[config.mk]
export PLATFORM = sky130hd
export DESIGN_NAME = dac_ctrl_top
export DESIGN_NICKNAME = d
export VERILOG_FILES = /design/src/design/dac_ctrl_pkg.sv /design/src/design/axi_write_slave.sv /design/src/design/motor_cmd_decode.sv /design/src/design/dac_serial_engine.sv /design/src/design/dac_sequencer.sv /design/src/design/dac_ctrl_top.sv
export SDC_FILE = /design/constraint.sdc
export NUM_CORES = 1
export LEC_CHECK = 0
export BUFFER_PORTS_ARGS = -buffer_cell sky130_fd_sc_hd__buf_2
export CORE_MARGIN = 2
export CORE_UTILIZATION = 50
export DETAILED_ROUTE_END_ITERATION = 8
export PLACE_DENSITY = 0.76
export SYNTH_ARGS = -nofsm -noshare
export SYNTH_HDL_FRONTEND = slang
export SYNTH_SLANG_ARGS = --single-unit
[constraint.sdc]
create_clock -name sys_clk -period 2.8 [get_ports sys_clk]
set_clock_uncertainty 0.05 [all_clocks]
set_input_delay 0.84 -clock sys_clk [delete_from_list [all_inputs] [get_ports sys_clk]]
set_output_delay 0.84 -clock sys_clk [all_outputs]
set_load 0.02 [all_outputs]
[src/design/dac_ctrl_pkg.sv]
package dac_ctrl_pkg;

	// ******************************
	// Bus and frame widths
	// ******************************
	localparam int AXI_ID_W   = 4;
	localparam int AXI_DATA_W = 64;
	localparam int AXI_LEN_W  = 8;
	localparam int DAC_CODE_W = 10;
	localparam int FRAME_W    = 24;
	localparam int CMD_W      = 4;
	localparam int CH_W       = 4;
	localparam int PAD_W      = FRAME_W - CMD_W - CH_W - DAC_CODE_W;	// Low filler bits

	// Serial timing, in sys_clk and sclk units
	localparam int SCLK_DIV   = 5;	// sys_clk per sclk
	localparam int SCLK_HIGH  = 3;
	localparam int DIV_W      = $clog2(SCLK_DIV);
	localparam int TIME_RESET = 4;	// sclk periods
	localparam int TIME_SYNC  = 10;	// sclk periods
	localparam int CNT_W      = $clog2(FRAME_W + 1);

	// DAC command and channel codes
	localparam logic [CMD_W-1:0] CMD_WRITE = 4'd3;
	localparam logic [CMD_W-1:0] CMD_READ  = 4'd9;
	localparam logic [CH_W-1:0]  CH_ALL    = 4'd9;
	localparam logic [CH_W-1:0]  CH_A      = 4'd1;

	// Magic words from the host
	localparam logic [AXI_DATA_W-1:0] MOTOR_ENABLE   = 64'h0000_0000_0000_EAEA;
	localparam logic [AXI_DATA_W-1:0] MOTOR_POSITIVE = 64'h0000_0000_0000_1EAF;
	localparam logic [1:0]            BRESP_OKAY     = 2'b00;

	// One-hot bit positions of the write slave FSM
	localparam int AW_IDLE  = 0;
	localparam int AW_ADDR  = 1;
	localparam int AW_DATA  = 2;
	localparam int AW_RESP  = 3;
	localparam int AXI_ST_W = 4;

	// Engine and sequencer state codes
	localparam logic [1:0] ENG_RESET = 2'd0;
	localparam logic [1:0] ENG_IDLE  = 2'd1;
	localparam logic [1:0] ENG_GAP   = 2'd2;
	localparam logic [1:0] ENG_SHIFT = 2'd3;
	localparam logic [1:0] SEQ_IDLE  = 2'd0;
	localparam logic [1:0] SEQ_WRITE = 2'd1;
	localparam logic [1:0] SEQ_READ  = 2'd2;
	localparam logic [1:0] SEQ_NOP   = 2'd3;

	// ******************************
	// Serial frame, MSB first on the wire
	typedef union packed {
		logic [FRAME_W-1:0] raw;	// Shift and capture view
		struct packed {
			logic [CMD_W-1:0]      cmd;
			logic [CH_W-1:0]       ch;
			logic [DAC_CODE_W-1:0] code;
			logic [PAD_W-1:0]      pad;
		} fld;
	} dac_frame_u;

endpackage

[src/design/axi_write_slave.sv]
`timescale 1ns/100ps

module axi_write_slave (
	input  logic                                sys_clk,
	input  logic                                sys_rst,
	input  logic [dac_ctrl_pkg::AXI_ID_W-1:0]   i_awid,
	input  logic [dac_ctrl_pkg::AXI_LEN_W-1:0]  i_awlen,
	input  logic                                i_awvalid,
	output logic                                o_awready,
	input  logic [dac_ctrl_pkg::AXI_DATA_W-1:0] i_wdata,
	input  logic                                i_wlast,
	input  logic                                i_wvalid,
	output logic                                o_wready,
	output logic [dac_ctrl_pkg::AXI_ID_W-1:0]   o_bid,
	output logic [1:0]                          o_bresp,
	output logic                                o_bvalid,
	input  logic                                i_bready,
	input  logic                                i_busy,	// DAC sequence running
	output logic                                o_beat_valid,
	output logic [dac_ctrl_pkg::AXI_LEN_W-1:0]  o_beat_idx,
	output logic [dac_ctrl_pkg::AXI_DATA_W-1:0] o_beat_data,
	output logic                                o_resp_done
);

	logic [dac_ctrl_pkg::AXI_ST_W-1:0]  state;
	logic [dac_ctrl_pkg::AXI_ST_W-1:0]  state_nxt;
	logic [dac_ctrl_pkg::AXI_ID_W-1:0]  id_q;
	logic [dac_ctrl_pkg::AXI_LEN_W-1:0] len_q;	// Beats minus one
	logic [dac_ctrl_pkg::AXI_LEN_W-1:0] beat_cnt;
	logic                               w_fire;
	logic                               w_end;

	assign w_fire = i_wvalid && o_wready;
	assign w_end  = w_fire && (i_wlast || beat_cnt == len_q);	// Length as a backstop to wlast

	// ******************************
	// One-hot FSM
	// ******************************
	always_comb begin
		state_nxt = '0;
		case (1'b1)
			state[dac_ctrl_pkg::AW_IDLE]: begin
				if (i_awvalid && !i_busy)
					state_nxt[dac_ctrl_pkg::AW_ADDR] = 1'b1;
				else
					state_nxt[dac_ctrl_pkg::AW_IDLE] = 1'b1;
			end
			state[dac_ctrl_pkg::AW_ADDR]: begin
				if (i_awvalid)	// Handshake this cycle
					state_nxt[dac_ctrl_pkg::AW_DATA] = 1'b1;
				else
					state_nxt[dac_ctrl_pkg::AW_IDLE] = 1'b1;
			end
			state[dac_ctrl_pkg::AW_DATA]: begin
				if (w_end)
					state_nxt[dac_ctrl_pkg::AW_RESP] = 1'b1;
				else
					state_nxt[dac_ctrl_pkg::AW_DATA] = 1'b1;
			end
			state[dac_ctrl_pkg::AW_RESP]: begin
				if (i_bready)
					state_nxt[dac_ctrl_pkg::AW_IDLE] = 1'b1;
				else
					state_nxt[dac_ctrl_pkg::AW_RESP] = 1'b1;
			end
			default: state_nxt[dac_ctrl_pkg::AW_IDLE] = 1'b1;	// Recover from a bad code
		endcase
	end

	always_ff @(posedge sys_clk) begin
		if (sys_rst) begin
			state                        <= '0;
			state[dac_ctrl_pkg::AW_IDLE] <= 1'b1;
			o_wready                     <= 1'b0;
			beat_cnt                     <= '0;
		end else begin
			state    <= state_nxt;
			o_wready <= state_nxt[dac_ctrl_pkg::AW_DATA] && i_wvalid;	// Follows wvalid
			if (o_awready)
				beat_cnt <= '0;
			else if (w_fire)
				beat_cnt <= beat_cnt + 1'b1;
		end
	end

	// ID and length of the accepted burst
	always_ff @(posedge sys_clk) begin
		if (o_awready && i_awvalid) begin
			id_q  <= i_awid;
			len_q <= i_awlen;
		end
	end

	assign o_awready    = state[dac_ctrl_pkg::AW_ADDR];	// One-cycle pulse
	assign o_bvalid     = state[dac_ctrl_pkg::AW_RESP];
	assign o_bid        = id_q;
	assign o_bresp      = dac_ctrl_pkg::BRESP_OKAY;
	assign o_resp_done  = o_bvalid && i_bready;
	assign o_beat_valid = w_fire;
	assign o_beat_idx   = beat_cnt;
	assign o_beat_data  = i_wdata;

endmodule

[src/design/motor_cmd_decode.sv]
`timescale 1ns/100ps

module motor_cmd_decode (
	input  logic                                sys_clk,
	input  logic                                sys_rst,
	input  logic                                i_beat_valid,
	input  logic [dac_ctrl_pkg::AXI_LEN_W-1:0]  i_beat_idx,
	input  logic [dac_ctrl_pkg::AXI_DATA_W-1:0] i_beat_data,
	input  logic                                i_resp_done,
	output logic                                o_motor_state,
	output logic                                o_motor_direction,
	output logic [dac_ctrl_pkg::DAC_CODE_W-1:0] o_code,
	output logic                                o_start
);

	// ******************************
	// Motor bits, beats 0 and 1
	// ******************************
	always_ff @(posedge sys_clk) begin
		if (sys_rst) begin
			o_motor_state     <= 1'b0;	// Stopped
			o_motor_direction <= 1'b1;	// Positive
			o_start           <= 1'b0;
		end else begin
			o_start <= i_resp_done;	// Kick the DAC once the host has its response
			if (i_beat_valid && i_beat_idx == dac_ctrl_pkg::AXI_LEN_W'(0))
				o_motor_state <= (i_beat_data == dac_ctrl_pkg::MOTOR_ENABLE);
			if (i_beat_valid && i_beat_idx == dac_ctrl_pkg::AXI_LEN_W'(1))
				o_motor_direction <= (i_beat_data == dac_ctrl_pkg::MOTOR_POSITIVE);
		end
	end

	// DAC code from beat 2, later beats ignored
	always_ff @(posedge sys_clk) begin
		if (i_beat_valid && i_beat_idx == dac_ctrl_pkg::AXI_LEN_W'(2))
			o_code <= i_beat_data[dac_ctrl_pkg::DAC_CODE_W-1:0];
	end

endmodule

[src/design/dac_serial_engine.sv]
`timescale 1ns/100ps

module dac_serial_engine (
	input  logic                     sys_clk,
	input  logic                     sys_rst,
	input  logic                     i_send,
	input  dac_ctrl_pkg::dac_frame_u i_frame,
	output logic                     o_frame_done,
	output dac_ctrl_pkg::dac_frame_u o_rx_frame,
	output logic                     o_sclk,
	output logic                     o_sync_n,
	output logic                     o_sdin,
	output logic                     o_reset_n,
	output logic                     o_reset_busy,
	input  logic                     i_sdo
);

	logic [dac_ctrl_pkg::DIV_W-1:0] div_cnt;
	logic [dac_ctrl_pkg::DIV_W-1:0] div_nxt;
	logic                           rise_tick;	// sclk goes high at this edge
	logic                           fall_tick;	// sclk goes low at this edge
	logic [1:0]                     state;
	logic [dac_ctrl_pkg::CNT_W-1:0] cnt;	// Periods or bits, per state
	dac_ctrl_pkg::dac_frame_u       tx_q;
	dac_ctrl_pkg::dac_frame_u       rx_q;
	logic                           load;
	logic                           shift_out;
	logic                           capture;

	// ******************************
	// sclk divider
	// ******************************
	assign rise_tick = (div_cnt == dac_ctrl_pkg::DIV_W'(dac_ctrl_pkg::SCLK_DIV - 1));
	assign fall_tick = (div_cnt == dac_ctrl_pkg::DIV_W'(dac_ctrl_pkg::SCLK_HIGH - 1));
	assign div_nxt   = rise_tick ? '0 : div_cnt + 1'b1;

	always_ff @(posedge sys_clk) begin
		if (sys_rst) begin
			div_cnt <= dac_ctrl_pkg::DIV_W'(dac_ctrl_pkg::SCLK_HIGH);	// Start in low phase
			o_sclk  <= 1'b0;
		end else begin
			div_cnt <= div_nxt;
			o_sclk  <= (div_nxt < dac_ctrl_pkg::DIV_W'(dac_ctrl_pkg::SCLK_HIGH));
		end
	end

	assign load      = (state == dac_ctrl_pkg::ENG_IDLE) && i_send;
	assign shift_out = rise_tick && (
		(state == dac_ctrl_pkg::ENG_GAP && cnt == dac_ctrl_pkg::CNT_W'(dac_ctrl_pkg::TIME_SYNC)) ||
		(state == dac_ctrl_pkg::ENG_SHIFT && cnt != dac_ctrl_pkg::CNT_W'(dac_ctrl_pkg::FRAME_W)));
	assign capture   = fall_tick && (state == dac_ctrl_pkg::ENG_SHIFT);

	// ******************************
	// Reset pulse and frame control
	// ******************************
	always_ff @(posedge sys_clk) begin
		if (sys_rst) begin
			state        <= dac_ctrl_pkg::ENG_RESET;
			cnt          <= '0;
			o_reset_n    <= 1'b0;
			o_sync_n     <= 1'b1;
			o_sdin       <= 1'b0;
			o_frame_done <= 1'b0;
		end else begin
			o_frame_done <= 1'b0;
			if (shift_out)
				o_sdin <= tx_q.raw[dac_ctrl_pkg::FRAME_W-1];	// MSB first, on sclk rise
			case (state)
				dac_ctrl_pkg::ENG_RESET: begin
					if (rise_tick)
						cnt <= cnt + 1'b1;
					else if (fall_tick && cnt == dac_ctrl_pkg::CNT_W'(dac_ctrl_pkg::TIME_RESET)) begin
						o_reset_n <= 1'b1;	// Release between edges
						cnt       <= '0;
						state     <= dac_ctrl_pkg::ENG_IDLE;
					end
				end
				dac_ctrl_pkg::ENG_IDLE: begin
					if (i_send) begin
						cnt   <= '0;
						state <= dac_ctrl_pkg::ENG_GAP;
					end
				end
				dac_ctrl_pkg::ENG_GAP: begin
					if (shift_out) begin	// Gap over, frame starts
						o_sync_n <= 1'b0;
						cnt      <= '0;
						state    <= dac_ctrl_pkg::ENG_SHIFT;
					end else if (rise_tick)
						cnt <= cnt + 1'b1;
				end
				default: begin	// ENG_SHIFT
					if (capture)
						cnt <= cnt + 1'b1;	// Bits seen by the DAC
					else if (rise_tick && cnt == dac_ctrl_pkg::CNT_W'(dac_ctrl_pkg::FRAME_W)) begin
						o_sync_n     <= 1'b1;
						o_sdin       <= 1'b0;
						o_frame_done <= 1'b1;
						state        <= dac_ctrl_pkg::ENG_IDLE;
					end
				end
			endcase
		end
	end

	// Shift registers
	always_ff @(posedge sys_clk) begin
		if (load)
			tx_q <= i_frame;
		else if (shift_out)
			tx_q.raw <= {tx_q.raw[dac_ctrl_pkg::FRAME_W-2:0], 1'b0};
		if (capture)
			rx_q.raw <= {rx_q.raw[dac_ctrl_pkg::FRAME_W-2:0], i_sdo};	// sdo on sclk fall
	end

	assign o_rx_frame   = rx_q;
	assign o_reset_busy = (state == dac_ctrl_pkg::ENG_RESET);

endmodule

[src/design/dac_sequencer.sv]
`timescale 1ns/100ps

module dac_sequencer (
	input  logic                                sys_clk,
	input  logic                                sys_rst,
	input  logic                                i_start,
	input  logic [dac_ctrl_pkg::DAC_CODE_W-1:0] i_code,
	input  logic                                i_reset_busy,
	input  logic                                i_frame_done,
	input  dac_ctrl_pkg::dac_frame_u            i_rx_frame,
	output logic                                o_send,
	output dac_ctrl_pkg::dac_frame_u            o_frame,
	output logic                                o_dac_busy,
	output logic                                o_dac_ok
);

	logic [1:0]                          state;
	logic [dac_ctrl_pkg::DAC_CODE_W-1:0] code_q;	// Code written, for the check
	logic                                issue_wr;
	logic                                issue_rd;
	logic                                issue_nop;
	logic                                finish;

	// Build a frame from its fields
	function automatic dac_ctrl_pkg::dac_frame_u make_frame(
		input logic [dac_ctrl_pkg::CMD_W-1:0]      cmd,
		input logic [dac_ctrl_pkg::CH_W-1:0]       ch,
		input logic [dac_ctrl_pkg::DAC_CODE_W-1:0] code
	);
		dac_ctrl_pkg::dac_frame_u fr;
		fr.fld.cmd  = cmd;
		fr.fld.ch   = ch;
		fr.fld.code = code;
		fr.fld.pad  = '0;
		return fr;
	endfunction

	assign issue_wr  = (state == dac_ctrl_pkg::SEQ_IDLE) && i_start;
	assign issue_rd  = (state == dac_ctrl_pkg::SEQ_WRITE) && i_frame_done;
	assign issue_nop = (state == dac_ctrl_pkg::SEQ_READ) && i_frame_done;
	assign finish    = (state == dac_ctrl_pkg::SEQ_NOP) && i_frame_done;	// Readback captured

	// ******************************
	// Write, read, no-op
	// ******************************
	always_ff @(posedge sys_clk) begin
		if (sys_rst) begin
			state    <= dac_ctrl_pkg::SEQ_IDLE;
			o_send   <= 1'b0;
			o_dac_ok <= 1'b0;
		end else begin
			o_send <= issue_wr || issue_rd || issue_nop;
			if (issue_wr)
				state <= dac_ctrl_pkg::SEQ_WRITE;
			else if (issue_rd)
				state <= dac_ctrl_pkg::SEQ_READ;
			else if (issue_nop)
				state <= dac_ctrl_pkg::SEQ_NOP;
			else if (finish) begin
				state    <= dac_ctrl_pkg::SEQ_IDLE;
				o_dac_ok <= (i_rx_frame.fld.code == code_q);
			end
		end
	end

	always_ff @(posedge sys_clk) begin
		if (issue_wr) begin
			code_q  <= i_code;
			o_frame <= make_frame(dac_ctrl_pkg::CMD_WRITE, dac_ctrl_pkg::CH_ALL, i_code);
		end else if (issue_rd)
			o_frame <= make_frame(dac_ctrl_pkg::CMD_READ, dac_ctrl_pkg::CH_A, '0);
		else if (issue_nop)
			o_frame.raw <= '0;
	end

	// Start counts as busy so no address slips in before state moves
	assign o_dac_busy = (state != dac_ctrl_pkg::SEQ_IDLE) || i_start || i_reset_busy;

endmodule

[src/design/dac_ctrl_top.sv]
`timescale 1ns/100ps

module dac_ctrl_top (
	input  logic                                sys_clk,
	input  logic                                sys_rst,
	input  logic [dac_ctrl_pkg::AXI_ID_W-1:0]   i_awid,
	input  logic [dac_ctrl_pkg::AXI_LEN_W-1:0]  i_awlen,
	input  logic                                i_awvalid,
	output logic                                o_awready,
	input  logic [dac_ctrl_pkg::AXI_DATA_W-1:0] i_wdata,
	input  logic                                i_wlast,
	input  logic                                i_wvalid,
	output logic                                o_wready,
	output logic [dac_ctrl_pkg::AXI_ID_W-1:0]   o_bid,
	output logic [1:0]                          o_bresp,
	output logic                                o_bvalid,
	input  logic                                i_bready,
	output logic                                o_sclk,
	output logic                                o_sync_n,
	output logic                                o_sdin,
	output logic                                o_reset_n,
	input  logic                                i_sdo,
	output logic                                o_motor_state,
	output logic                                o_motor_direction,
	output logic                                o_dac_busy,
	output logic                                o_dac_ok
);

	// ******************************
	// Internal nets
	// ******************************
	logic                                beat_valid;
	logic [dac_ctrl_pkg::AXI_LEN_W-1:0]  beat_idx;
	logic [dac_ctrl_pkg::AXI_DATA_W-1:0] beat_data;
	logic                                resp_done;
	logic [dac_ctrl_pkg::DAC_CODE_W-1:0] code;
	logic                                start;
	logic                                send;
	dac_ctrl_pkg::dac_frame_u            frame;
	logic                                frame_done;
	dac_ctrl_pkg::dac_frame_u            rx_frame;
	logic                                reset_busy;

	axi_write_slave u_axi_write_slave (
		.sys_clk      (sys_clk),
		.sys_rst      (sys_rst),
		.i_awid       (i_awid),
		.i_awlen      (i_awlen),
		.i_awvalid    (i_awvalid),
		.o_awready    (o_awready),
		.i_wdata      (i_wdata),
		.i_wlast      (i_wlast),
		.i_wvalid     (i_wvalid),
		.o_wready     (o_wready),
		.o_bid        (o_bid),
		.o_bresp      (o_bresp),
		.o_bvalid     (o_bvalid),
		.i_bready     (i_bready),
		.i_busy       (o_dac_busy),	// Holds off new bursts
		.o_beat_valid (beat_valid),
		.o_beat_idx   (beat_idx),
		.o_beat_data  (beat_data),
		.o_resp_done  (resp_done)
	);

	motor_cmd_decode u_motor_cmd_decode (
		.sys_clk           (sys_clk),
		.sys_rst           (sys_rst),
		.i_beat_valid      (beat_valid),
		.i_beat_idx        (beat_idx),
		.i_beat_data       (beat_data),
		.i_resp_done       (resp_done),
		.o_motor_state     (o_motor_state),
		.o_motor_direction (o_motor_direction),
		.o_code            (code),
		.o_start           (start)
	);

	dac_sequencer u_dac_sequencer (
		.sys_clk      (sys_clk),
		.sys_rst      (sys_rst),
		.i_start      (start),
		.i_code       (code),
		.i_reset_busy (reset_busy),
		.i_frame_done (frame_done),
		.i_rx_frame   (rx_frame),
		.o_send       (send),
		.o_frame      (frame),
		.o_dac_busy   (o_dac_busy),
		.o_dac_ok     (o_dac_ok)
	);

	dac_serial_engine u_dac_serial_engine (
		.sys_clk      (sys_clk),
		.sys_rst      (sys_rst),
		.i_send       (send),
		.i_frame      (frame),
		.o_frame_done (frame_done),
		.o_rx_frame   (rx_frame),
		.o_sclk       (o_sclk),
		.o_sync_n     (o_sync_n),
		.o_sdin       (o_sdin),
		.o_reset_n    (o_reset_n),
		.o_reset_busy (reset_busy),
		.i_sdo        (i_sdo)
	);

endmodule

**After elaboration in Yosys (flattened, before gate mapping)**

Index checks and enable logic that the tools add are counted.

- Logic and storage cells: 168
- Register bits: 121
- Output and inout bits: 17

- Bitwise logic cells: 6
- $lt $le $gt $ge: 1
- Equality and inequality tests: 26
- Mux-type cells: 50
- Add/subtract/negate cells: 3
- Reductions and logical operators: 52

Operator list:

| kind | number |
|---|---|
| $mux 24 | 4 |
| $eq 64x13->1 const B | 1 |
| $eq 64x16->1 const B | 1 |
| $mux 5 | 6 |
| $mux 1 | 26 |
| $logic_and 1x1->1 | 20 |
| $mux 2 | 9 |
| $mux 16 | 1 |
| $pmux 5 s3 | 1 |
| $reduce_and 4->1 | 3 |
| $reduce_bool 4->1 | 3 |
| $eq 10x10->1 | 1 |
| $reduce_or 2->1 | 5 |
| $add 8x1->8 const B | 1 |
| $eq 2x2->1 const B | 4 |
| $eq 8x1->1 const B | 1 |
| $eq 8x2->1 const B | 1 |
| $eq 8x8->1 | 1 |
| $logic_not 8->1 | 1 |
| $reduce_bool 2->1 | 4 |
| $logic_or 1x1->1 | 6 |
| $ne 2x2->1 const B | 3 |
| $ne 3x1->1 const B | 2 |
| $not 1->1 | 6 |
| other kinds (22) | 27 |

**Depth between registers and ports, before layout**

Gate-level depths: netlist of the first run.

- Depth in word-level cells: 8
- Gate-level depth with buffers: 9
- Depth with buffers taken out: 7

**Modules after synthesis**

From an unflattened synthesis of the first run, not the netlist that was laid out.

- Cells, all modules: 471
- Area total of the unflattened synthesis: 6034.5 sq um

Modules (own cells, without submodules):

| module | cells an instance | instances | seq. area each (sq um) | area each (sq um) |
|---|---|---|---|---|
| dac_serial_engine | 179 | 1 | 1741.7 | 2717.6 |
| axi_write_slave | 150 | 1 | 620.6 | 1511.4 |
| dac_sequencer | 89 | 1 | 740.7 | 1163.6 |
| motor_cmd_decode | 53 | 1 | 360.3 | 641.9 |

**Worst setup path before layout of the first run**

OpenSTA, ideal clock, no wires.

- Path type: reg-to-reg
- Start: register u_dac_serial_engine.div_cnt[0] in the netlist's numbering
- End: register u_dac_serial_engine.cnt[3] in the netlist's numbering
- Library setup time: 0.074 ns
- Arrival time: 2.315 ns
- Path slack: 0.361 ns
- Required time: 2.676 ns
- Period minus slack after synthesis: 2.439 ns
- Cell stages (with the launch flop): 9
- Cell sequence: dfxtp_1 > inv_1 > ha_1 > and3b_1 > nor2b_1 > a211o_1 > buf_6 > or4_1 > a31oi_1

- Cells in the longest elaborated chain, start to end: 4
- Elaborated cells on any way between the ends: 12
- Classes of those cells: eq/ne (4); mux (3); reduce/logical (5)

RTL lines:

| element | RTL line | text |
|---|---|---|
| start, declared | dac_serial_engine.sv:18 | `logic [dac_ctrl_pkg::DIV_W-1:0] div_cnt;` |
| start signal, assigned | dac_serial_engine.sv:39 | `div_cnt <= dac_ctrl_pkg::DIV_W'(dac_ctrl_pkg::SCLK_HIGH);` |
| start signal, assigned | dac_serial_engine.sv:42 | `div_cnt <= div_nxt;` |
| $eq 3x2->1 | dac_serial_engine.sv:34 | `assign fall_tick = (div_cnt == dac_ctrl_pkg::DIV_W'(dac_ctrl_pkg::SCLK_HIGH - 1));` |
| $logic_and 1x1->1 | dac_serial_engine.sv:51 | `assign capture = fall_tick && (state == dac_ctrl_pkg::ENG_SHIFT);` |
| named net u_dac_serial_engine.capture | dac_serial_engine.sv:28 | `logic capture;` |
| $reduce_bool 4->1 (no line) | n/a |  |
| $reduce_and 4->1 (no line) | n/a |  |
| end signal, assigned | dac_serial_engine.sv:71 | `cnt <= cnt + 1'b1;` |
| end signal, assigned | dac_serial_engine.sv:90 | `cnt <= cnt + 1'b1;` |
| end signal, assigned | dac_serial_engine.sv:94 | `cnt <= cnt + 1'b1;` |
| end, declared | dac_serial_engine.sv:23 | `logic [dac_ctrl_pkg::CNT_W-1:0] cnt;` |

The timed path passes the listed nets, and every way through them passes these cells.
A chain may end at the register's enable or synchronous reset.

**Worst setup path in the final report of the first run**

- Start: register u_dac_serial_engine.state[0]
- End: output port o_dac_busy

- Cells in the longest elaborated chain, start to end: 2

RTL lines:

| element | RTL line | text |
|---|---|---|
| start, declared | dac_serial_engine.sv:22 | `logic [1:0] state;` |
| start signal, assigned | dac_serial_engine.sv:58 | `state <= dac_ctrl_pkg::ENG_RESET;` |
| start signal, assigned | dac_serial_engine.sv:75 | `state <= dac_ctrl_pkg::ENG_IDLE;` |
| start signal, assigned | dac_serial_engine.sv:81 | `state <= dac_ctrl_pkg::ENG_GAP;` |
| $logic_not 2->1 | dac_serial_engine.sv:117 | `assign o_reset_busy = (state == dac_ctrl_pkg::ENG_RESET);` |
| $logic_or 1x1->1 | dac_sequencer.sv:77 | `assign o_dac_busy = (state != dac_ctrl_pkg::SEQ_IDLE) \|\| i_start \|\| i_reset_busy;` |
| end, declared | dac_ctrl_top.sv:25 | `output logic o_dac_busy,` |

Every way passes these cells.

==> results of run 1 <==
## worst register-to-register path, stage by stage, from the launching register on
cell	delay, ns
dfxtp_1	0.43
inv_1	0.12
ha_1	0.30
or3_1	0.39
a211o_1	0.42
or4_1	0.54
a31oi_1	0.17
## flip-flops by register name, indices dropped and copies added (netlist names), 2 cells and up
name	cells
u_motor_cmd_decode.o_code	10
u_axi_write_slave.o_beat_idx	8
u_axi_write_slave.len_q	8
u_dac_serial_engine.tx_q	18
u_dac_sequencer.o_frame	13
u_dac_sequencer.code_q	10
u_dac_serial_engine.o_rx_frame	16
u_axi_write_slave.state	4
u_dac_sequencer.state	2
u_dac_serial_engine.state	2
u_axi_write_slave.o_bid	4
u_dac_serial_engine.div_cnt	3
u_dac_serial_engine.cnt	5
## logic make-up (layout without fill, tap and decap cells)
kind of cell,after synthesis,in the layout
AO/OA/AOI/OAI,38,38
adder cells (fa/ha/maj),16,16
flip-flops,114,114
XOR/XNOR,27,27
AND/OR/NAND/NOR,155,155
multiplexers,14,14
buffers and inverters,27,148
other,1,2
## metal layers
layer / wire (um) / GRT usage
met4: 91 / 0.09211
met1: 4158 / 0.2422
met3: 423 / 0.05153
met5: 0 / 0
met2: 5036 / 0.3242
## Yosys cell counts (2+ instances only)
master / count / area share
nand4b_1: 2 / 0.0036
dfxtp_1: 38 / 0.16
nand2_1: 35 / 0.027
a211o_1: 2 / 0.0036
xor2_1: 13 / 0.023
and2_1: 15 / 0.019
mux2i_1: 3 / 0.0061
nand2b_1: 3 / 0.0038
nand4_1: 7 / 0.0089
nor3b_1: 2 / 0.0031
buf_6: 3 / 0.0069
nor4_1: 17 / 0.022
or3_1: 2 / 0.0026
clkbuf_1: 6 / 0.0046
buf_4: 3 / 0.0046
edfxtp_1: 76 / 0.47
inv_1: 14 / 0.011
nor4bb_1: 2 / 0.0041
nor2b_1: 3 / 0.0038
a221o_1: 3 / 0.0061
a21oi_1: 14 / 0.014
and3_1: 3 / 0.0038
nor3_1: 8 / 0.0082
a22o_1: 2 / 0.0036
xnor2_1: 14 / 0.025
nand3_1: 10 / 0.010
nor4b_1: 6 / 0.011
mux2_2: 11 / 0.025
o21ai_0: 2 / 0.0020
nor2_1: 24 / 0.018
a31oi_1: 3 / 0.0038
or4_1: 3 / 0.0046
ha_1: 16 / 0.041
a21o_1: 3 / 0.0046
## power by group
part           internal, mW  switching, mW  leakage [nW]
logic                0.0848         0.0840          1.09
registers              1.79         0.0123          1.01
clock network          1.19          0.717         0.247
## worst paths after layout
check,start,end,slack (ns)
min reg2reg,u_dac_serial_engine.o_rx_frame[5],u_dac_serial_engine.o_rx_frame[6],0.37
max reg2reg,u_dac_serial_engine.state[0],u_dac_serial_engine.cnt[3],0.32
min,u_dac_serial_engine.o_rx_frame[5],u_dac_serial_engine.o_rx_frame[6],0.37
max,u_dac_serial_engine.state[0],o_dac_busy,0.18
## layout make-up
cell class / instances / area [um^2] / area share
inverters: 14 / 52.55 / 0.008665
repair buffers: 102 / 523.0 / 0.08624
well taps: 133 / 166.4 / 0.02744
clock buffers: 21 / 439.2 / 0.07242
multi-input cells: 252 / 1749 / 0.2884
flip-flops and latches: 114 / 3043 / 0.5018
clock inverters: 11 / 91.34 / 0.01506
## through the flow
stage | cell area, um^2 | cells | util
finish | 6065 | 647 | 0.6292
global route | 6065 | 647 | 0.6292
CTS | 6062 | 647 | 0.6289
detailed placement | 5517 | 615 | 0.5723
global placement | 5517 | 615 | 0.5723
floorplan | 4906 | 393 | -
## what timing repair did
| item | CTS | global route |
|---|---|---|
| hold endpoints to repair | 0 | 0 |
| gates cloned | 0 | 0 |
| resized for setup | 2 | 1 |
| hold buffers | 0 | 0 |
| endpoints found under the setup margin | 1 | 1 |
==> flow_summary_export.csv, run 1 <==
group,metric,value,unit
timing,maxSlewViolCount,0,
floorplanning,coreArea,9639,um^2
synthesis,synth_compound_area_frac,0.05283,
synthesis,syn_area,4902,um^2
floorplanning,die_y,103.0,um
flow_run,max_cap_violations,0,
floorplanning,initial_core_util,0.5086,
global_routing,grt_overflow_total,0,
place,place_ws,0.3547,ns
setup_path,cp-end-kind,"output pin",
routing,post_drt_wl_per_cell,15.01,um
clock_tree,clock_path_buffers,2,
min_path,hold_path.class,"flop to flop",
timing,worst_slack,0.1753,ns
routing,viasPerCell,5.119,
setup_path,cp_top_family,"flip-flops",
clock_tree,cts_tree,"built",
global_routing,grt_pass1_wl,15750,um
cells_and_area,layout_common_cells,"buf_2 (97), edfxtp_1 (76), dfxtp_1 (38)",
routing,routed_wl,9710,um
timing,tns,0,ns
timing,finalCriticalPeriod,2.625,ns
global_routing,grt_max_degree,26,
timing,worst_hold_slack,0.3697,ns
clock_tree,cts_num_sinks,114,
synthesis,synth_simple_gate_area_share,0.1774,
synthesis,synth_top_family_by_area,"simple AND/OR/NAND/NOR gates",
timing,finalCritPeriodShare,0.9374,
cells_and_area,syn_to_final_growth,23.71,%
setup_path,setup.worst_path.class,"flop to output pin",
synthesis,yosysWarningCount,0,
floorplanning,rows,36,
setup_path,crit_cells,5,
global_routing,grt_use_total,0.1966,
synthesis,synthCells,392,
power,leakagePower,2.343,nW
setup_path,crit_fanout,10,
setup_path,crit_arrival,1.73,ns
routing,drt_iter0_drc,223,
min_path,hold_depth,0,
timing,worst-slew-pin-transition,0.7315,ns
status,outcome,"completed",
synthesis,synth-seq-cells,114,
setup_path,path_common_cell,"inv_1",
synthesis,yosys_most_used_dff,"edfxtp_1",
cells_and_area,final_nets,600,
synthesis,ys_seq_area_frac,0.6207,
setup_path,slowest_stage,"dfxtp_1",
routing,first_pass_iters,4,
routing,route.detailed.drc,0,
floorplanning,io_pins,100,
cells_and_area,drive_gt1_frac,0.2938,
clock_tree,post_cts_buffers,0,
place,place.gp.congestion,0.8026,
global_routing,antenna_found_initial,0,
synthesis,synth-xor-area-share,0.04824,
clock_tree,numCtsBuffers,17,
setup_path,critPathBufInv,3,
synthesis,synth_edf_count,76,
setup_path,start_kind,"flop",
timing,setup_viol,0,
timing,fmax,0.3810,GHz
routing,antenna_left,0,
cells_and_area,filler_cell_count,791,
synthesis,syn_area_per_cell,12.51,um^2
floorplanning,dieArea,10610,um^2
place,io_buffer_count,97,
setup_path,path_cells,"inv_1 > ha_2 > nor4_4 > inv_1 > buf_2",
timing,hold_viol,0,
power,ir_worst_vdd,0.4530,mV
place,hpwl,6847,um
cells_and_area,antenna_cells,0,
power,power.total,3.877,mW
cells_and_area,mostFrequentLayoutCell,"buf_2",
setup_path,cp_data_required_time,1.91,ns
timing,rsz0062_at_grt,"no",
setup_path,ff2ff_path_depth,6,
clock_tree,clkLatencyLatePin,0.51,ns
floorplanning,die_w,103.0,um
synthesis,synth_mux_area_frac,0.03139,
timing,relSlewSlack,0.5111,
clock_tree,clk_root_buffer_cell,"clkbuf_8",
clock_tree,htree_num_levels,4,
power,power_density,639.3,nW/um^2
synthesis,synthAdderAreaFrac,0.04084,
global_routing,grt_pass1_vias,3394,
clock_tree,clk_pin_slew,0.05,ns
synthesis,netlist-cell-type-count,58,
routing,vias,3312,
setup_path,slowest_delay,0.43,ns
synthesis,async_flop_share,0,
No activity file was read; power rests on OpenSTA's default activity.
==> run 2, diff against run 1 <==
--- a/config.mk
+++ b/config.mk
@@ -7,9 +7,9 @@
 export LEC_CHECK = 0
 export BUFFER_PORTS_ARGS = -buffer_cell sky130_fd_sc_hd__buf_2
 export CORE_MARGIN = 2
-export CORE_UTILIZATION = 50
+export CORE_UTILIZATION = 45
 export DETAILED_ROUTE_END_ITERATION = 8
-export PLACE_DENSITY = 0.76
+export PLACE_DENSITY = 0.7
 export SYNTH_ARGS = -nofsm -noshare
 export SYNTH_HDL_FRONTEND = slang
 export SYNTH_SLANG_ARGS = --single-unit
==> run 2 against run 1 <==
Against the previous run: die area increased by 11%; clock-buffer cell count increased by 3; sequential power about the same; worst hold slack worse by 0.0057 ns; global-route usage decreased by 2.3 points; final area shrank 0.66%; sequential share of layout area up 0.33 points; critical path type unchanged; critical endpoint unchanged.
==> flow_summary_export.csv, run 2 (synthesis gave the netlist of run 1 again) <==
group,metric,value,unit
status,outcome,"completed",
setup_path,reg2reg_to,"u_dac_serial_engine.cnt[4]",
cells_and_area,mostFrequentLayoutCell,"buf_2",
routing,route.detailed.drc,0,
setup_path,path_common_cell,"inv_1",
setup_path,crit_cells,5,
global_routing,grt_pass1_wl,15320,um
setup_path,crit_fanout,10,
setup_path,slowest_stage,"dfxtp_1",
timing,finalCritPeriodShare,0.9332,
min_path,hold_depth,0,
timing,setup_viol,0,
power,ir_worst_vdd,0.4445,mV
place,io_buffer_count,97,
cells_and_area,stdcell_area,6025,um^2
floorplanning,dieArea,11750,um^2
power,power_density,621.9,nW/um^2
setup_path,r2r_slack,0.37,ns
cells_and_area,syn_to_final_growth,22.89,%
flow_run,max_cap_violations,0,
clock_tree,clk_pin_slew,0.05,ns
setup_path,cp-end-kind,"output pin",
routing,drt_iter0_drc,196,
setup_path,slowest_delay,0.40,ns
cells_and_area,drive_gt1_frac,0.2827,
timing,fmax,0.3827,GHz
setup_path,critPathBufInv,3,
power,p_clk_frac,0.473,
clock_tree,clk_root_buffer_cell,"clkbuf_8",
clock_tree,clkLatencyLatePin,0.52,ns
cells_and_area,largest_reg_flops,18,
floorplanning,die_w,108.4,um
place,place_ws,0.3735,ns
floorplanning,coreArea,10750,um^2
clock_tree,htree_num_levels,4,
timing,rsz0062_at_grt,"no",
routing,dr_wl_met2,4334,um
setup_path,cp_top_family,"flip-flops",
setup_path,crit_arrival,1.72,ns
setup_path,path_cells,"inv_1 > ha_2 > nor4_4 > inv_1 > buf_2",
global_routing,antenna_found_initial,0,
power,power.internal,2.969,mW
floorplanning,rows,38,
floorplanning,initial_core_util,0.4562,
place,place.gp.congestion,0.7682,
power,switching_share,0.2076,
cells_and_area,layout_common_cells,"buf_2 (97), edfxtp_1 (76), dfxtp_1 (38)",
routing,wl_met3,403,um
timing,maxSlewViolCount,0,
routing,viasPerCell,5.080,
cells_and_area,final_cells,653,
global_routing,grt_pass1_vias,3241,
setup_path,reg2reg_from,"u_dac_serial_engine.state[0]",
routing,antenna_left,0,
setup_path,setup.worst_path.class,"flop to output pin",
setup_path,ff2ff_path_depth,6,
global_routing,grt_max_degree,32,
power,leakagePower,2.330,nW
floorplanning,io_pins,100,
timing,finalCriticalPeriod,2.613,ns
cells_and_area,final_core_util,0.5607,
setup_path,start_kind,"flop",
timing,worst-slew-pin-transition,0.7118,ns
routing,wl_met1,4281,um
clock_tree,clock_path_buffers,2,
clock_tree,numCtsBuffers,17,
global_routing,grt_overflow_total,0,
timing,worst_slack,0.1869,ns
cells_and_area,top_register,"u_dac_serial_engine.tx_q",
cells_and_area,final_nets,599,
global_routing,grt_use_total,0.1735,
cells_and_area,antenna_cells,0,
timing,tns,0,ns
clock_tree,cts_num_sinks,114,
min_path,hold_end,"u_dac_serial_engine.o_rx_frame[1]",
routing,routed_wl,9198,um
routing,post_drt_wl_per_cell,14.09,um
clock_tree,cts_tree,"built",
min_path,hold_path.class,"flop to flop",
place,post_dp_cell_area,5518,um^2
routing,first_pass_iters,4,
setup_path,cp_data_required_time,1.91,ns
routing,top_layer_used,"met4",
timing,hold_viol,0,
power,switching_power,0.7779,mW
min_path,hp-start,"u_dac_serial_engine.o_rx_frame[0]",
routing,vias,3317,
floorplanning,die_y,108.4,um
timing,relSlewSlack,0.5243,
power,seqPwrFrac,0.482,
power,comb_power_share,0.044,
place,hpwl,6631,um
place,dp.cells,621,
==> run 2: stage by stage <==
step / total power [mW] / hold slack, ns
5_1_grt: 3.876 / 0.3881
3_3_place_gp: 1.998 / 0.3544
2_1_floorplan: 1.932 / 0.3503
3_5_place_dp: 2.003 / 0.3579
6_report: 3.746 / 0.3640
4_1_cts: 3.777 / 0.3650
==> run 2: final cells by class <==
class / count / area [um^2]
fillers: 941 / 4721
flip-flops and latches: 114 / 3043
multi-input cells: 252 / 1749
repair buffers: 101 / 515.5
clock buffers: 24 / 450.4
well taps: 140 / 175.2
inverters: 14 / 52.55
clock inverters: 8 / 38.79
==> run 2: power by group through the flow <==
stage | sequential [mW] | clock, mW | combinational [mW]
finish | 1.81 | 1.77 | 0.166
global route | 1.81 | 1.89 | 0.184
CTS | 1.81 | 1.81 | 0.164
detailed placement | 1.84 | 0 | 0.163
global placement | 1.84 | 0 | 0.159
floorplan | 1.84 | 0 | 0.0900
==> run 2: worst max-delay path by stage <==
stage	slack [ns]	to	from
after floorplan	0.36	u_dac_serial_engine.cnt[3]	u_dac_serial_engine.div_cnt[0]
after global placement	0.46	u_motor_cmd_decode.o_code[8]	i_wvalid
after detailed placement	0.37	u_dac_serial_engine.cnt[3]	u_dac_serial_engine.state[0]
after CTS	0.03	o_dac_busy	u_dac_serial_engine.state[0]
after global routing	0.05	o_dac_busy	u_dac_serial_engine.state[0]
final	0.19	o_dac_busy	u_dac_serial_engine.state[0]
==> run 2: layer usage <==
metal  track usage  vias up
met5             0        -
met4       0.08242        0
met3       0.05847       15
met2        0.2686       66
met1        0.2193     1582
li1              -     1654
==> run 2: timing repair <==
item,in CTS,in global routing
hold buffers,0,0
buffers inserted,0,0
endpoints found under the setup margin,1,1
gates resized for setup,1,2
==> run 3, diff against run 2 <==
--- a/config.mk
+++ b/config.mk
@@ -6,6 +6,7 @@
 export NUM_CORES = 1
 export LEC_CHECK = 0
 export BUFFER_PORTS_ARGS = -buffer_cell sky130_fd_sc_hd__buf_2
+export CORE_ASPECT_RATIO = 0.9
 export CORE_MARGIN = 2
 export CORE_UTILIZATION = 45
 export DETAILED_ROUTE_END_ITERATION = 8
==> run 3 against run 2 <==
Against the previous run: sequential power is essentially flat; via count up 1.7%; die area barely moved; largest cell class unchanged; clock-buffer cell count decreased by 3; non-clock buffer count unchanged; first-iteration DRC count fell by 11%; largest power group is now the clock network; sequential share of layout area is 1.1 points lower; routed wire length increased by 6.6%; worst hold slack better by 0.010 ns.
==> flow_summary_export.csv, run 3 (synthesis gave the netlist of run 1 again) <==
group,metric,value,unit
status,outcome,"completed",
cells_and_area,top_register,"u_dac_serial_engine.tx_q",
floorplanning,coreArea,10720,um^2
setup_path,setup.worst_path.class,"flop to output pin",
timing,fmax,0.3840,GHz
routing,drt_iter0_drc,175,
setup_path,cp-end-kind,"output pin",
routing,antenna_left,0,
timing,rsz0062_at_grt,"no",
timing,finalCritPeriodShare,0.9301,
global_routing,grtUsageMet3,0.05056,
cells_and_area,largest_reg_flops,18,
floorplanning,die_w,114.0,um
clock_tree,clk_pin_slew,0.05,ns
floorplanning,die_y,103.0,um
flow_run,max_cap_violations,0,
clock_tree,cts_resized,1,
global_routing,grt.busiest_layer,"met2",
routing,routed_wl,9807,um
min_path,hp-start,"u_dac_serial_engine.o_rx_frame[2]",
timing,relSlewSlack,0.5111,
global_routing,grt_pass1_wl,15930,um
power,leakagePower,2.410,nW
setup_path,slowest_stage,"dfxtp_1",
place,io_buffer_count,97,
clock_tree,post_cts_buffers,0,
floorplanning,initial_core_util,0.4573,
routing,viasPerCell,5.221,
setup_path,cp_data_required_time,1.91,ns
setup_path,start_kind,"flop",
setup_path,slowest_delay,0.41,ns
timing,finalCriticalPeriod,2.604,ns
timing,worst-slew-pin-transition,0.7316,ns
place,place.gp.congestion,0.8476,
routing,post_drt_wl_per_cell,15.18,um
cells_and_area,final_cells,646,
global_routing,use_met2,0.3027,
cells_and_area,mostFrequentLayoutCell,"buf_2",
routing,route.detailed.drc,0,
power,power_density,696.6,nW/um^2
place,dp.cells,614,
power,seqPwrFrac,0.421,
floorplanning,dieArea,11750,um^2
floorplanning,io_pins,100,
setup_path,ff2ff_path_depth,6,
timing,setup_viol,0,
cells_and_area,filler_cell_count,864,
cells_and_area,drive_gt1_frac,0.2924,
setup_path,path_common_cell,"inv_1",
global_routing,grt_pass1_vias,3365,
global_routing,grt_use_total,0.1790,
global_routing,grt_overflow_total,0,
power,comb_power_share,0.039,
setup_path,critPathCapture,"o_dac_busy",
setup_path,reg2reg_to,"u_dac_serial_engine.cnt[4]",
setup_path,crit_cells,5,
clock_tree,clkLatencyLatePin,0.40,ns
clock_tree,cts_tree,"built",
global_routing,grtUsageMet1,0.2176,
setup_path,crit_arrival,1.71,ns
power,ir_worst_vdd,0.4894,mV
timing,tns,0,ns
floorplanning,rows,36,
clock_tree,cts_num_sinks,114,
timing,maxSlewViolCount,0,
clock_tree,clock_path_buffers,2,
place,hpwl,6960,um
setup_path,path_cells,"inv_1 > ha_1 > nor4_2 > inv_1 > buf_2",
cells_and_area,seqCellArea,3043,um^2
setup_path,reg2reg_from,"u_dac_serial_engine.state[0]",
setup_path,crit_start,"u_dac_serial_engine.state[0]",
setup_path,crit_fanout,10,
cells_and_area,final_nets,599,
setup_path,critPathBufInv,3,
clock_tree,cts_hold_buf,0,
routing,first_pass_iters,4,
setup_path,cp_top_family,"flip-flops",
global_routing,grt_max_degree,32,
global_routing,antenna_found_initial,0,
power,switching_share,0.1851,
power,power.internal,3.496,mW
cells_and_area,multi_input_area,1738,um^2
clock_tree,numCtsBuffers,17,
timing,hold_viol,0,
clock_tree,clk_root_buffer_cell,"clkbuf_16",
cells_and_area,layout_common_cells,"buf_2 (97), edfxtp_1 (76), dfxtp_1 (38)",
cells_and_area,antenna_cells,0,
setup_path,r2r_slack,0.37,ns
min_path,hold_path.class,"flop to flop",
cells_and_area,syn_to_final_growth,25.63,%
power,p_clk_frac,0.540,
routing,vias,3373,
power,switching_power,0.7939,mW
clock_tree,htree_num_levels,4,
-- run 3: worst min-delay path by stage --
| stage | to | depth (start not counted) |
|---|---|---|
| 6_report | u_dac_serial_engine.o_rx_frame[3] | 0 |
| 3_5_place_dp | u_dac_serial_engine.o_rx_frame[6] | 0 |
| 5_1_grt | u_dac_serial_engine.o_rx_frame[3] | 0 |
| 4_1_cts | u_dac_serial_engine.o_rx_frame[4] | 0 |
| 2_1_floorplan | u_dac_serial_engine.o_rx_frame[1] | 0 |
| 3_3_place_gp | u_dac_serial_engine.o_rx_frame[2] | 0 |
-- run 3: layer usage --
metal	up-vias	routed length [um]
met1	1606	4353
met5	-	0
met3	11	473
li1	1655	-
met4	0	103
met2	101	4877
-- run 3: final cells by class --
| class | instances | area share |
|---|---|---|
| clock inverters | 11 | 0.02966 |
| inverters | 14 | 0.008533 |
| well taps | 133 | 0.02702 |
| multi-input cells | 252 | 0.2822 |
| clock buffers | 21 | 0.07477 |
| flip-flops and latches | 114 | 0.4941 |
| repair buffers | 101 | 0.08371 |
-- run 3: worst register-to-register path, stage by stage (launching register included) --
cell,delay (ns)
dfxtp_1,0.41
inv_1,0.11
ha_1,0.30
or3_1,0.39
a211o_1,0.41
or4_1,0.52
a31oi_1,0.17
-- run 3: power by group through the flow --
stage          clock, mW  combinational (mW)  sequential [mW]
4_1_cts             2.34               0.168             1.81
6_report            2.32               0.167             1.81
3_5_place_dp           0               0.166             1.84
2_1_floorplan          0              0.0900             1.84
5_1_grt             2.43               0.186             1.81
3_3_place_gp           0               0.159             1.84
-- run 3: stage by stage --
| step | power, mW | util | hold slack (ns) | cell area, um^2 | setup WS (ns) |
|---|---|---|---|---|---|
| floorplan | 1.932 | - | 0.3503 | 4906 | 0.3608 |
| global placement | 1.998 | 0.5139 | 0.3533 | 5509 | 0.4747 |
| detailed placement | 2.006 | 0.5139 | 0.3630 | 5509 | 0.3590 |
| CTS | 4.311 | 0.5745 | 0.3753 | 6158 | 0.1156 |
| global route | 4.420 | 0.5745 | 0.3857 | 6158 | 0.02094 |
| finish | 4.290 | 0.5745 | 0.3742 | 6158 | 0.1958 |
